**config.mk**
```make
export PLATFORM = sky130hd
export DESIGN_NAME = top_uart
export DESIGN_NICKNAME = d
export VERILOG_FILES = /design/src/common/uart_alu_pkg.sv /design/src/uart/baud_rate_gen.sv /design/src/uart/uart_rx.sv /design/src/uart/uart_tx.sv /design/src/design/alu.sv /design/src/design/interface_circuit.sv /design/src/design/top_uart.sv
export VERILOG_INCLUDE_DIRS = /design/src /design/src/common
export SDC_FILE = /design/constraint.sdc
export NUM_CORES = 1
export LEC_CHECK = 0
export BUFFER_PORTS_ARGS = -buffer_cell sky130_fd_sc_hd__buf_2
export CAP_MARGIN = 25
export CORE_UTILIZATION = 55
export CTS_CLUSTER_DIAMETER = 200
export DETAILED_ROUTE_END_ITERATION = 16
export GPL_TIMING_DRIVEN = 0
export PLACE_DENSITY = 0.8
export SLEW_MARGIN = 30
export SYNTH_ARGS = -nofsm -noshare
export SYNTH_HDL_FRONTEND = slang
export SYNTH_SLANG_ARGS = --single-unit
```
**constraint.sdc**
```tcl
create_clock -name i_clk -period 8.6 [get_ports i_clk]
set_input_delay 2.58 -clock i_clk [delete_from_list [all_inputs] [get_ports i_clk]]
set_output_delay 2.58 -clock i_clk [all_outputs]
set_load 0.02 [all_outputs]
```
**src/common/uart_alu_params.svh**
```systemverilog
`ifndef UART_ALU_PARAMS_SVH
`define UART_ALU_PARAMS_SVH

////////////////////////////////////////
// serial frame format
////////////////////////////////////////

// data bits per character
`define UART_DBIT 8

// sample ticks in the stop interval
// 16/24/32 for 1/1.5/2 stop bits
`define UART_SB_TICK 16

////////////////////////////////////////
// baud rate
////////////////////////////////////////

// clock cycles per sample tick, 16 ticks per bit
// 10 cycles here, so one bit is 160 clocks
`define UART_BAUD_DIV 10

// width of the baud counter
`define UART_BAUD_DIV_BITS 8

////////////////////////////////////////
// alu
////////////////////////////////////////

// opcode field in the low bits of the opcode byte
`define ALU_NB_OP 6

`endif

```
**src/common/uart_alu_pkg.sv**
```systemverilog
`default_nettype none

`include "uart_alu_params.svh"

package uart_alu_pkg;

   // one byte on the serial line
   typedef logic [`UART_DBIT-1:0] data_t;

   // alu opcodes, mips funct style encoding
   typedef enum logic [`ALU_NB_OP-1:0] {
      OP_ADD = 6'b100000,
      OP_SUB = 6'b100010,
      OP_AND = 6'b100100,
      OP_OR  = 6'b100101,
      OP_XOR = 6'b100110,
      OP_NOR = 6'b100111,
      // shifts move A by the low bits of B
      OP_SRA = 6'b000011,
      OP_SRL = 6'b000010
   } alu_op_e;

endpackage

`default_nettype wire

```
**src/uart/baud_rate_gen.sv**
```systemverilog
`timescale 1ns/1ps
`default_nettype none

`include "uart_alu_params.svh"

module baud_rate_gen (
   input  wire logic i_clk,
   input  wire logic i_rst_n,
   output logic      o_tick
);

   localparam int CW = `UART_BAUD_DIV_BITS;
   // terminal count of the divider
   localparam logic [CW-1:0] LAST = CW'(`UART_BAUD_DIV - 1);

   logic [CW-1:0] cnt_reg;

   // free running mod-N counter
   always_ff @(posedge i_clk) begin
      if (!i_rst_n) begin
         cnt_reg <= '0;
      end else if (cnt_reg == LAST) begin
         cnt_reg <= '0;
      end else begin
         cnt_reg <= cnt_reg + 1'b1;
      end
   end

   // one cycle strobe at terminal count
   // 16x the bit rate, shared by rx and tx
   assign o_tick = (cnt_reg == LAST);

endmodule

`default_nettype wire

```
**src/uart/uart_rx.sv**
```systemverilog
`timescale 1ns/1ps
`default_nettype none

`include "uart_alu_params.svh"

module uart_rx (
   input  wire logic                i_clk,
   input  wire logic                i_rst_n,
   input  wire logic                i_rx,
   input  wire logic                i_s_tick,
   output logic                     o_rx_done_tick,
   output uart_alu_pkg::data_t      o_data
);

   import uart_alu_pkg::*;

   ////////////////////////////////////////
   // constants
   ////////////////////////////////////////

   // samples per bit
   localparam int OVS = 16;
   // tick counter must hold the longer of a bit and the stop interval
   localparam int TW  = $clog2((`UART_SB_TICK > OVS) ? `UART_SB_TICK : OVS);
   localparam int NW  = $clog2(`UART_DBIT);

   localparam logic [TW-1:0] MID_TICK  = TW'(OVS / 2 - 1);
   localparam logic [TW-1:0] BIT_LAST  = TW'(OVS - 1);
   localparam logic [TW-1:0] STOP_LAST = TW'(`UART_SB_TICK - 1);
   localparam logic [NW-1:0] DBIT_LAST = NW'(`UART_DBIT - 1);

   // fsm encoding
   localparam logic [1:0] ST_IDLE  = 2'd0;
   localparam logic [1:0] ST_START = 2'd1;
   localparam logic [1:0] ST_DATA  = 2'd2;
   localparam logic [1:0] ST_STOP  = 2'd3;

   logic          rx_meta;
   logic          rx_sync;
   logic [1:0]    state_reg;
   logic [1:0]    state_next;
   logic [TW-1:0] s_reg;
   logic [TW-1:0] s_next;
   logic [NW-1:0] n_reg;
   logic [NW-1:0] n_next;
   data_t         b_reg;
   data_t         b_next;

   ////////////////////////////////////////
   // registers
   ////////////////////////////////////////

   // two flop sync on the async line, idles high
   always_ff @(posedge i_clk) begin
      if (!i_rst_n) begin
         rx_meta   <= 1'b1;
         rx_sync   <= 1'b1;
         state_reg <= ST_IDLE;
         s_reg     <= '0;
         n_reg     <= '0;
      end else begin
         rx_meta   <= i_rx;
         rx_sync   <= rx_meta;
         state_reg <= state_next;
         s_reg     <= s_next;
         n_reg     <= n_next;
      end
   end

   // shift register, payload only
   always_ff @(posedge i_clk) begin
      b_reg <= b_next;
   end

   ////////////////////////////////////////
   // next state
   ////////////////////////////////////////

   always_comb begin
      state_next     = state_reg;
      s_next         = s_reg;
      n_next         = n_reg;
      b_next         = b_reg;
      o_rx_done_tick = 1'b0;
      case (state_reg)
         ST_IDLE: begin
            // falling edge marks a start bit
            if (!rx_sync) begin
               state_next = ST_START;
               s_next     = '0;
            end
         end
         ST_START: begin
            if (i_s_tick) begin
               if (s_reg == MID_TICK) begin
                  // still low at mid-bit, otherwise a glitch
                  state_next = rx_sync ? ST_IDLE : ST_DATA;
                  s_next     = '0;
                  n_next     = '0;
               end else begin
                  s_next = s_reg + 1'b1;
               end
            end
         end
         ST_DATA: begin
            if (i_s_tick) begin
               if (s_reg == BIT_LAST) begin
                  // bit centre, lsb arrives first
                  s_next = '0;
                  b_next = {rx_sync, b_reg[`UART_DBIT-1:1]};
                  if (n_reg == DBIT_LAST) begin
                     state_next = ST_STOP;
                  end else begin
                     n_next = n_reg + 1'b1;
                  end
               end else begin
                  s_next = s_reg + 1'b1;
               end
            end
         end
         ST_STOP: begin
            if (i_s_tick) begin
               if (s_reg == STOP_LAST) begin
                  state_next     = ST_IDLE;
                  o_rx_done_tick = 1'b1;
               end else begin
                  s_next = s_reg + 1'b1;
               end
            end
         end
         default: state_next = ST_IDLE;
      endcase
   end

   // byte holds until the next frame shifts in
   assign o_data = b_reg;

endmodule

`default_nettype wire

```
**src/uart/uart_tx.sv**
```systemverilog
`timescale 1ns/1ps
`default_nettype none

`include "uart_alu_params.svh"

module uart_tx (
   input  wire logic                i_clk,
   input  wire logic                i_rst_n,
   input  wire logic                i_tx_start,
   input  wire logic                i_s_tick,
   input  wire uart_alu_pkg::data_t i_din,
   output logic                     o_tx_done_tick,
   output logic                     o_tx
);

   import uart_alu_pkg::*;

   // samples per bit, same grid as the receiver
   localparam int OVS = 16;
   localparam int TW  = $clog2((`UART_SB_TICK > OVS) ? `UART_SB_TICK : OVS);
   localparam int NW  = $clog2(`UART_DBIT);

   localparam logic [TW-1:0] BIT_LAST  = TW'(OVS - 1);
   localparam logic [TW-1:0] STOP_LAST = TW'(`UART_SB_TICK - 1);
   localparam logic [NW-1:0] DBIT_LAST = NW'(`UART_DBIT - 1);

   ////////////////////////////////////////
   // fsm encoding
   ////////////////////////////////////////

   localparam logic [2:0] ST_IDLE  = 3'd0;
   // byte taken, waiting for the tick grid
   localparam logic [2:0] ST_SYNC  = 3'd1;
   localparam logic [2:0] ST_START = 3'd2;
   localparam logic [2:0] ST_DATA  = 3'd3;
   localparam logic [2:0] ST_STOP  = 3'd4;

   logic [2:0]    state_reg;
   logic [2:0]    state_next;
   logic [TW-1:0] s_reg;
   logic [TW-1:0] s_next;
   logic [NW-1:0] n_reg;
   logic [NW-1:0] n_next;
   data_t         b_reg;
   data_t         b_next;
   logic          tx_reg;
   logic          tx_next;

   // control, line resets to idle high
   always_ff @(posedge i_clk) begin
      if (!i_rst_n) begin
         state_reg <= ST_IDLE;
         s_reg     <= '0;
         n_reg     <= '0;
         tx_reg    <= 1'b1;
      end else begin
         state_reg <= state_next;
         s_reg     <= s_next;
         n_reg     <= n_next;
         tx_reg    <= tx_next;
      end
   end

   always_ff @(posedge i_clk) begin
      b_reg <= b_next;
   end

   always_comb begin
      state_next     = state_reg;
      s_next         = s_reg;
      n_next         = n_reg;
      b_next         = b_reg;
      tx_next        = tx_reg;
      o_tx_done_tick = 1'b0;
      case (state_reg)
         ST_IDLE: begin
            tx_next = 1'b1;
            // start pulses outside idle are dropped
            if (i_tx_start) begin
               state_next = ST_SYNC;
               b_next     = i_din;
            end
         end
         ST_SYNC: begin
            tx_next = 1'b1;
            // start bit opens on a tick
            if (i_s_tick) begin
               state_next = ST_START;
               s_next     = '0;
               tx_next    = 1'b0;
            end
         end
         ST_START: begin
            tx_next = 1'b0;
            if (i_s_tick) begin
               if (s_reg == BIT_LAST) begin
                  state_next = ST_DATA;
                  s_next     = '0;
                  n_next     = '0;
                  tx_next    = b_reg[0];
               end else begin
                  s_next = s_reg + 1'b1;
               end
            end
         end
         ST_DATA: begin
            tx_next = b_reg[0];
            if (i_s_tick) begin
               if (s_reg == BIT_LAST) begin
                  s_next = '0;
                  // next bit into position 0
                  b_next = b_reg >> 1;
                  if (n_reg == DBIT_LAST) begin
                     state_next = ST_STOP;
                     tx_next    = 1'b1;
                  end else begin
                     n_next  = n_reg + 1'b1;
                     tx_next = b_reg[1];
                  end
               end else begin
                  s_next = s_reg + 1'b1;
               end
            end
         end
         ST_STOP: begin
            tx_next = 1'b1;
            if (i_s_tick) begin
               if (s_reg == STOP_LAST) begin
                  state_next     = ST_IDLE;
                  o_tx_done_tick = 1'b1;
               end else begin
                  s_next = s_reg + 1'b1;
               end
            end
         end
         default: state_next = ST_IDLE;
      endcase
   end

   // registered line driver, no glitches
   assign o_tx = tx_reg;

endmodule

`default_nettype wire

```
**src/design/alu.sv**
```systemverilog
`timescale 1ns/1ps
`default_nettype none

`include "uart_alu_params.svh"

module alu (
   input  wire uart_alu_pkg::data_t   i_data_a,
   input  wire uart_alu_pkg::data_t   i_data_b,
   input  wire uart_alu_pkg::alu_op_e i_op,
   output uart_alu_pkg::data_t        o_result
);

   import uart_alu_pkg::*;

   // shift amount comes from the low bits of B
   localparam int SHW = $clog2(`UART_DBIT);

   logic [SHW-1:0] shamt;

   assign shamt = i_data_b[SHW-1:0];

   ////////////////////////////////////////
   // operation select
   ////////////////////////////////////////

   always_comb begin
      case (i_op)
         // add and sub wrap, no carry out
         OP_ADD:  o_result = i_data_a + i_data_b;
         OP_SUB:  o_result = i_data_a - i_data_b;
         OP_AND:  o_result = i_data_a & i_data_b;
         OP_OR:   o_result = i_data_a | i_data_b;
         OP_XOR:  o_result = i_data_a ^ i_data_b;
         OP_NOR:  o_result = ~(i_data_a | i_data_b);
         // sign bit fills from the left
         OP_SRA:  o_result = data_t'($signed(i_data_a) >>> shamt);
         OP_SRL:  o_result = i_data_a >> shamt;
         // unknown opcode
         default: o_result = '0;
      endcase
   end

endmodule

`default_nettype wire

```
**src/design/interface_circuit.sv**
```systemverilog
`timescale 1ns/1ps
`default_nettype none

`include "uart_alu_params.svh"

module interface_circuit (
   input  wire logic                i_clk,
   input  wire logic                i_rst_n,
   input  wire logic                i_rx_done_tick,
   input  wire uart_alu_pkg::data_t i_rx_data,
   input  wire uart_alu_pkg::data_t i_alu_result,
   output logic                     o_tx_start,
   output uart_alu_pkg::data_t      o_data_a,
   output uart_alu_pkg::data_t      o_data_b,
   output uart_alu_pkg::data_t      o_tx_data,
   output uart_alu_pkg::alu_op_e    o_op
);

   import uart_alu_pkg::*;

   // which byte of the frame comes next
   localparam logic [1:0] ST_A  = 2'd0;
   localparam logic [1:0] ST_B  = 2'd1;
   localparam logic [1:0] ST_OP = 2'd2;

   logic [1:0] state_reg;
   logic       tx_start_reg;
   data_t      data_a_reg;
   data_t      data_b_reg;
   data_t      result_reg;
   alu_op_e    op_reg;
   alu_op_e    rx_op;

   // opcode field of the incoming byte, top bits dropped
   assign rx_op = alu_op_e'(i_rx_data[`ALU_NB_OP-1:0]);

   ////////////////////////////////////////
   // byte sequencer
   ////////////////////////////////////////

   always_ff @(posedge i_clk) begin
      if (!i_rst_n) begin
         state_reg    <= ST_A;
         tx_start_reg <= 1'b0;
      end else begin
         // single cycle strobe
         tx_start_reg <= 1'b0;
         if (i_rx_done_tick) begin
            case (state_reg)
               ST_A:    state_reg <= ST_B;
               ST_B:    state_reg <= ST_OP;
               ST_OP: begin
                  state_reg    <= ST_A;
                  tx_start_reg <= 1'b1;
               end
               default: state_reg <= ST_A;
            endcase
         end
      end
   end

   // operand and result capture
   always_ff @(posedge i_clk) begin
      if (i_rx_done_tick) begin
         case (state_reg)
            ST_A: data_a_reg <= i_rx_data;
            ST_B: data_b_reg <= i_rx_data;
            ST_OP: begin
               op_reg     <= rx_op;
               // alu already sees the new opcode this cycle
               result_reg <= i_alu_result;
            end
            default: ;
         endcase
      end
   end

   ////////////////////////////////////////
   // outputs
   ////////////////////////////////////////

   // opcode byte goes straight to the alu while it is expected
   assign o_op       = (state_reg == ST_OP) ? rx_op : op_reg;
   assign o_data_a   = data_a_reg;
   assign o_data_b   = data_b_reg;
   assign o_tx_data  = result_reg;
   assign o_tx_start = tx_start_reg;

endmodule

`default_nettype wire

```
**src/design/top_uart.sv**
```systemverilog
`timescale 1ns/1ps
`default_nettype none

module top_uart (
   input  wire logic i_clk,
   input  wire logic i_rst_n,
   input  wire logic i_rx,
   output logic      o_tx
);

   import uart_alu_pkg::*;

   logic    tick;
   // receiver strobe and byte
   logic    rx_done_tick;
   data_t   rx_data;
   // alu operands and result
   data_t   data_a;
   data_t   data_b;
   alu_op_e op;
   data_t   alu_result;
   // reply path to the transmitter
   logic    tx_start;
   data_t   tx_data;

   ////////////////////////////////////////
   // serial side
   ////////////////////////////////////////

   // 16x sample tick for both directions
   baud_rate_gen baud_rate_gen_inst (
      .i_clk   (i_clk),
      .i_rst_n (i_rst_n),
      .o_tick  (tick)
   );

   uart_rx uart_rx_inst (
      .i_clk          (i_clk),
      .i_rst_n        (i_rst_n),
      .i_rx           (i_rx),
      .i_s_tick       (tick),
      .o_rx_done_tick (rx_done_tick),
      .o_data         (rx_data)
   );

   // end of frame strobe has no user here, host paces the frames
   uart_tx uart_tx_inst (
      .i_clk          (i_clk),
      .i_rst_n        (i_rst_n),
      .i_tx_start     (tx_start),
      .i_s_tick       (tick),
      .i_din          (tx_data),
      .o_tx_done_tick (),
      .o_tx           (o_tx)
   );

   ////////////////////////////////////////
   // frame sequencer and alu
   ////////////////////////////////////////

   // three bytes in, one reply out
   interface_circuit interface_circuit_inst (
      .i_clk          (i_clk),
      .i_rst_n        (i_rst_n),
      .i_rx_done_tick (rx_done_tick),
      .i_rx_data      (rx_data),
      .i_alu_result   (alu_result),
      .o_tx_start     (tx_start),
      .o_data_a       (data_a),
      .o_data_b       (data_b),
      .o_tx_data      (tx_data),
      .o_op           (op)
   );

   alu alu_inst (
      .i_data_a (data_a),
      .i_data_b (data_b),
      .i_op     (op),
      .o_result (alu_result)
   );

endmodule

`default_nettype wire

```
==> results of run 1 <==
## final cells by class
type                            instances  area share, %
Buffer                                 13           1.21
Clock buffer                           15           3.81
Clock inverter                          1          0.176
Inverter                               28           2.12
Multi-Input combinational cell        349           48.6
Sequential cell                        79           41.1
Tap cell                              105           2.65
Timing Repair Buffer                    3          0.302
## per-layer routing
layer | global-route usage [%] | share of wire [%]
met5 | 0 | 0
met4 | 11.4 | 2.8
met3 | 3.82 | 4.6
met2 | 38.3 | 48
met1 | 30.2 | 45
## worst max-delay path, delay by kind of cell, from the launching register on
family                   cells  cell delay [ps]
multiplexers                 1              380
adder cells (fa/ha/maj)      1              460
flip-flops                   1              410
buffers and inverters        1              160
AO/OA/AOI/OAI                5             1180
AND/OR/NAND/NOR              4              620
## power groups by stage
| stage | clock network (uW) | registers (uW) | logic, uW |
|---|---|---|---|
| after detailed placement | 0 | 409 | 18.8 |
| after global placement | 0 | 408 | 17.8 |
| after global routing | 288 | 400 | 21.2 |
| after floorplan | 0 | 409 | 13.7 |
| final | 268 | 400 | 19.0 |
| after CTS | 271 | 400 | 18.9 |
## layout by cell type, fill, tap and decap left out, types with 4 or more instances in the layout
master / synthesis / routed
nand2_1: 60 / 60
edfxtp_1: 46 / 46
nor2_1: 45 / 45
dfxtp_1: 33 / 33
ha_1: 32 / 32
inv_1: 25 / 25
nand3_1: 23 / 23
a21oi_1: 22 / 22
o21ai_0: 21 / 21
xnor2_1: 16 / 16
clkbuf_1: 9 / 11
clkbuf_8: 0 / 11
nand4_1: 9 / 9
nor3_1: 9 / 8
xor2_1: 7 / 7
nand2b_1: 7 / 7
mux2_2: 6 / 6
buf_2: 3 / 6
nor2b_1: 6 / 6
mux2i_1: 5 / 5
a211oi_1: 5 / 5
a22oi_1: 5 / 5
o211ai_1: 4 / 4
mux4_2: 4 / 4
o21a_1: 4 / 4
## worst min-delay path by stage
stage,startpoint,endpoint,slack [ps],cells after the start
floorplan,uart_rx_inst.rx_meta$_SDFF_PN1_,uart_rx_inst.rx_sync$_SDFF_PN1_,390,1
global placement,uart_rx_inst.rx_meta$_SDFF_PN1_,uart_rx_inst.rx_sync$_SDFF_PN1_,400,1
detailed placement,uart_rx_inst.rx_meta$_SDFF_PN1_,uart_rx_inst.rx_sync$_SDFF_PN1_,400,1
CTS,uart_rx_inst.rx_meta$_SDFF_PN1_,uart_rx_inst.rx_sync$_SDFF_PN1_,420,1
global route,uart_rx_inst.rx_meta$_SDFF_PN1_,uart_rx_inst.rx_sync$_SDFF_PN1_,430,1
finish,uart_rx_inst.rx_meta$_SDFF_PN1_,uart_rx_inst.rx_sync$_SDFF_PN1_,420,1
## per-stage QoR
step           std cells  utilization [%]  total power (uW)  instance area (sq um)  worst slack [ps]
2_1_floorplan        469                -               422                   4610              5400
3_3_place_gp         577             58.2               426                   4760              4970
3_5_place_dp         577             58.3               427                   4770              4940
4_1_cts              593             60.7               690                   4960              5160
5_1_grt              593             60.7               709                   4960              4890
6_report             593             60.7               687                   4960              5120
## logic make-up after synthesis
group,synth area share (%)
and+or+nand+nor,20.5
DFF,44.3
AOI/OAI and AO/OA,12.8
adders and majority gates,9.12
buffers and inverters,3.58
muxes,5.29
xor gates and xnor gates,4.37
==> results.yml, run 1 <==
run_status:
  outcome: "complete, no violations"
drt:
  avgRoutedWirePerCell_um: 16.3
  drt_pass1_iterations: 5
  drc_errors: 0
  ant_nets: 0
  drt_iter0_drc: 204
  vias_per_cell: 6.02
  vias: 3570
  routed_wirelength_um: 9660
clocking:
  clk_latency_ps: 350
  ctsHoldBuffers: 0
  clock_sinks: 79
  numCtsBuffers: 9
  postCtsSetupRepairBufs: 0
  htree_levels: 3
  cts_tree: "built"
  clkTransAtPathRegs_ps: 80
  cts.repair.resized: 0
  cts_buffer_depth: 2
  cts_root_buf: "clkbuf_8"
synth:
  synth_flop_cell: "edfxtp_1"
  synthTopCellsByCount: "nand2_1 (60), edfxtp_1 (46), nor2_1 (45), dfxtp_1 (33), ha_1 (32)"
  yosysWarnings: 0
  avgSynthCellArea_sq_um: 9.83
  synth_edf_count: 46
  postSynthCellCount: 469
  ys_async_sr_fraction_pct: 0
  syn_area_sq_um: 4610
  seq_area_frac_synth_pct: 44.3
  synth_top_area_share_pct: 30.0
  syn-num-nets: 505
  synth_area_leaders: "edfxtp_1 (30%), dfxtp_1 (14%), ha_1 (8.7%)"
  synth_cell_types: 68
  yosys_register_bits: 79
  yosysMostFrequentCell: "nand2_1"
  yosysTopAreaCell: "edfxtp_1"
worst_setup_path:
  cp.required_ps: 8700
  cp_common_cell: "o21ai_0"
  ff2ff_setup_slack_ps: 5120
  cp_cell_sequence: "nand2b_4, buf_6, mux2i_4, nand4_4, a21o_1, fa_1, nor2b_1, o21ai_0, a21boi_0, o21ai_0, a41oi_1, nand3b_1"
  crit_fanout: 10
  crit_start: "interface_circuit_inst.state_reg[0]$_SDFFE_PN0P_"
  slowest_stage: "fa_1"
  r2r_end: "interface_circuit_inst.o_tx_data[6]$_DFFE_PP_"
  end_kind: "flop"
  r2r_start: "interface_circuit_inst.state_reg[0]$_SDFFE_PN0P_"
  start_kind: "flop"
  endpoint: "interface_circuit_inst.o_tx_data[6]$_DFFE_PP_"
  arrival_ps: 3580
  worst-setup-path-type: "flop to flop"
  rr_worst_depth: 12
  slowest_delay_ps: 460
place:
  port_buffers: 3
  hpwl_um: 7310
  place_congestion: 0.933
layout:
  multi_input_area_sq_um: 2410
  n_antenna_cell: 0
  drive_gt1_share_pct: 9.84
  nNetsFinal: 519
  syn_to_final_growth_pct: 7.68
  regArea_sq_um: 2040
  num-fill-cells: 671
grt:
  grt_usage_pct: 23.4
  grt_pass1_wl_um: 15900
  grt_pass1_vias: 3387
  antenna_found_initial: 0
  grt_overflow: 0
  grt_max_degree: 13
pwr:
  switching_power_uw: 142
  pwr-share-comb_pct: 2.8
  p_leak_uw: 0.00179
  clkPwrFrac_pct: 39.1
  p_sw_share_pct: 20.7
  p_int_uw: 545
  power.density_nw_per_um2: 138
  seqPwrFrac_pct: 58.2
  vdd_ir_drop_max_mv: 0.0843
sta:
  holdWs_ps: 416
  maxSlewViolCount: 0
  finClkSkew_ps: 12.3
  rsz0062_at_grt: "no"
  slew_headroom_pct: 48.8
  tightest_slew_ps: 762
  setup_viol_count_final: 0
  period_share_pct: 40.5
  layout_min_cycle_time_ps: 3480
  fin_setup_tns_ps: 0
  fmax_mhz: 287
  hold_viol_final: 0
floorplan:
  core_area_sq_um: 8180
  initial_core_util_pct: 56.4
  rows: 33
  die_w_um: 93.6
  die_y_um: 93.6
  die_area_sq_um: 8750
  ios: 4
run:
  drv_cap: 0
worst_hold_path:
  hold_class: "flop to flop"
(Power assumes the default switching activity.)
==> run 2: changes to the inputs <==
clock period = 3.6 ns   (was 8.6 ns; I/O delays follow)
==> results.yml, run 2 (synthesis results as in run 1) <==
run_status:
  outcome: "complete, no violations"
place:
  hpwl_um: 7310
  place_congestion: 0.933
  placed_area_sq_um: 4770
  port_buffers: 3
  post-place-cells: 577
pwr:
  pwr-share-comb_pct: 2.8
  p_leak_uw: 0.00180
  vdd_ir_drop_max_mv: 0.201
  switching_power_uw: 340
  power.density_nw_per_um2: 329
  p_sw_share_pct: 20.7
  clkPwrFrac_pct: 39.1
  seqPwrFrac_pct: 58.2
  p_int_uw: 1300
grt:
  grt_max_degree: 13
  antenna_found_initial: 0
  grt_pass1_vias: 3387
  grt_usage_pct: 23.4
  grt_pass1_wl_um: 15900
  grt_overflow: 0
floorplan:
  rows: 33
  ios: 4
  die_area_sq_um: 8750
  die_w_um: 93.6
  core_area_sq_um: 8180
  initial_core_util_pct: 56.4
  die_y_um: 93.6
drt:
  vias: 3599
  vias_per_cell: 6.05
  drt_pass1_iterations: 5
  ant_nets: 0
  routed_wirelength_um: 9740
  drt_iter0_drc: 273
  drc_errors: 0
  avgRoutedWirePerCell_um: 16.4
worst_setup_path:
  crit_fanout: 10
  start_kind: "flop"
  slowest_delay_ps: 460
  cp_cell_sequence: "nand2b_4, buf_6, mux2i_4, nand4_4, a21o_1, fa_1, nor2b_1, o21ai_0, a21boi_1, o21ai_0, a41oi_1, nand3b_1"
  cp_common_cell: "o21ai_0"
  r2r_start: "interface_circuit_inst.state_reg[0]$_SDFFE_PN0P_"
  r2r_end: "interface_circuit_inst.o_tx_data[6]$_DFFE_PP_"
  ff2ff_setup_slack_ps: 310
  end_kind: "flop"
  crit_family: "compound AO/OA/AOI/OAI gates"
  cp.required_ps: 3700
  worst-setup-path-type: "flop to flop"
  endpoint: "interface_circuit_inst.o_tx_data[6]$_DFFE_PP_"
  rr_worst_depth: 12
  crit_cells: 12
  arrival_ps: 3390
  crit_start: "interface_circuit_inst.state_reg[0]$_SDFFE_PN0P_"
  timing.critical_path.buf_inv: 1
  slowest_stage: "fa_1"
run:
  drv_cap: 0
clocking:
  ctsHoldBuffers: 0
  clkTransAtPathRegs_ps: 80
  cts_tree: "built"
  htree_levels: 3
  cts_root_buf: "clkbuf_8"
  clk_latency_ps: 350
  cts_buffer_depth: 2
  clock_sinks: 79
  numCtsBuffers: 9
layout:
  n_antenna_cell: 0
  fin_util_pct: 61.0
  drive_gt1_share_pct: 10.4
  fin_cells: 595
  syn_to_final_growth_pct: 8.17
  final_cell_mix: "nand2_1 (60), edfxtp_1 (46), nor2_1 (45), dfxtp_1 (33), ha_1 (32)"
  layout_commonest_cell: "nand2_1"
  stdcell_area_sq_um: 4990
  nNetsFinal: 521
worst_hold_path:
  hold_class: "flop to flop"
sta:
  layout_min_cycle_time_ps: 3290
  maxSlewViolCount: 0
  finClkSkew_ps: 14.0
  rsz0062_at_grt: "no"
  period_share_pct: 91.3
  fin_setup_tns_ps: 0
  setup_viol_count_final: 0
  fmax_mhz: 304
  holdWs_ps: 416
  tightest_slew_ps: 754
  hold_viol_final: 0
  slew_headroom_pct: 48.8
## run 2: changes by cell type in the layout (fill, tap and decap cells not counted)
cell      previous run  this run
o41ai_2              0         1
buf_4                0         2
a21boi_1             0         1
o41ai_1              1         0
a21boi_0             2         1
## run 2: power groups by stage
stage | Combinational, uW | Sequential (uW) | Clock (uW)
after global routing | 50.6 | 956 | 687
after floorplan | 32.8 | 976 | 0
after CTS | 45.1 | 955 | 648
after global placement | 42.6 | 976 | 0
final | 45.5 | 955 | 642
after detailed placement | 44.9 | 976 | 0
## run 2: timing repair
action	4_1_cts	5_1_grt
setup endpoints to repair	0	3
buffers inserted	0	2
resized for setup	0	2
## run 2: worst min path at each step
stage	to	slack [ps]	cells after the start	start
final	uart_rx_inst.rx_sync$_SDFF_PN1_	420	1	uart_rx_inst.rx_meta$_SDFF_PN1_
after detailed placement	uart_rx_inst.rx_sync$_SDFF_PN1_	400	1	uart_rx_inst.rx_meta$_SDFF_PN1_
after global routing	uart_rx_inst.rx_sync$_SDFF_PN1_	430	1	uart_rx_inst.rx_meta$_SDFF_PN1_
after floorplan	uart_rx_inst.rx_sync$_SDFF_PN1_	390	1	uart_rx_inst.rx_meta$_SDFF_PN1_
after CTS	uart_rx_inst.rx_sync$_SDFF_PN1_	420	1	uart_rx_inst.rx_meta$_SDFF_PN1_
after global placement	uart_rx_inst.rx_sync$_SDFF_PN1_	400	1	uart_rx_inst.rx_meta$_SDFF_PN1_
## run 2: metrics by stage
stage          worst slack, ps  total power [uW]
5_1_grt                   4.41              1690
4_1_cts                    160              1650
3_3_place_gp               315              1020
6_report                   315              1640
2_1_floorplan              731              1010
3_5_place_dp               184              1020
## run 2: cell type report
type	count	area (sq um)
repair buffers	5	30.0
clock inverters	1	8.76
multi-input cells	349	2420
inverters	28	105
clock buffers	15	189
flip-flops and latches	79	2040
plain buffers	13	60.1
fillers	666	3190
well taps	105	131
## run 2: per-layer routing
layer	global-route usage (%)	vias to the layer above	routed length [um]	part of all wire, %
met5	0	-	0	0
li1	-	1733	-	-
met2	38.3	95	4690	48
met3	3.82	30	396	4.1
met1	30.2	1741	4390	45
met4	11.4	0	267	2.7
## run 2: worst reg2reg max path: cells and delay by family (launching register included)
family / cells / cell delay, ps
AOI/OAI and AO/OA: 5 / 1040
and+or+nand+nor: 4 / 610
adders and majority gates: 1 / 460
DFF: 1 / 410
muxes: 1 / 340
buffers and inverters: 1 / 160
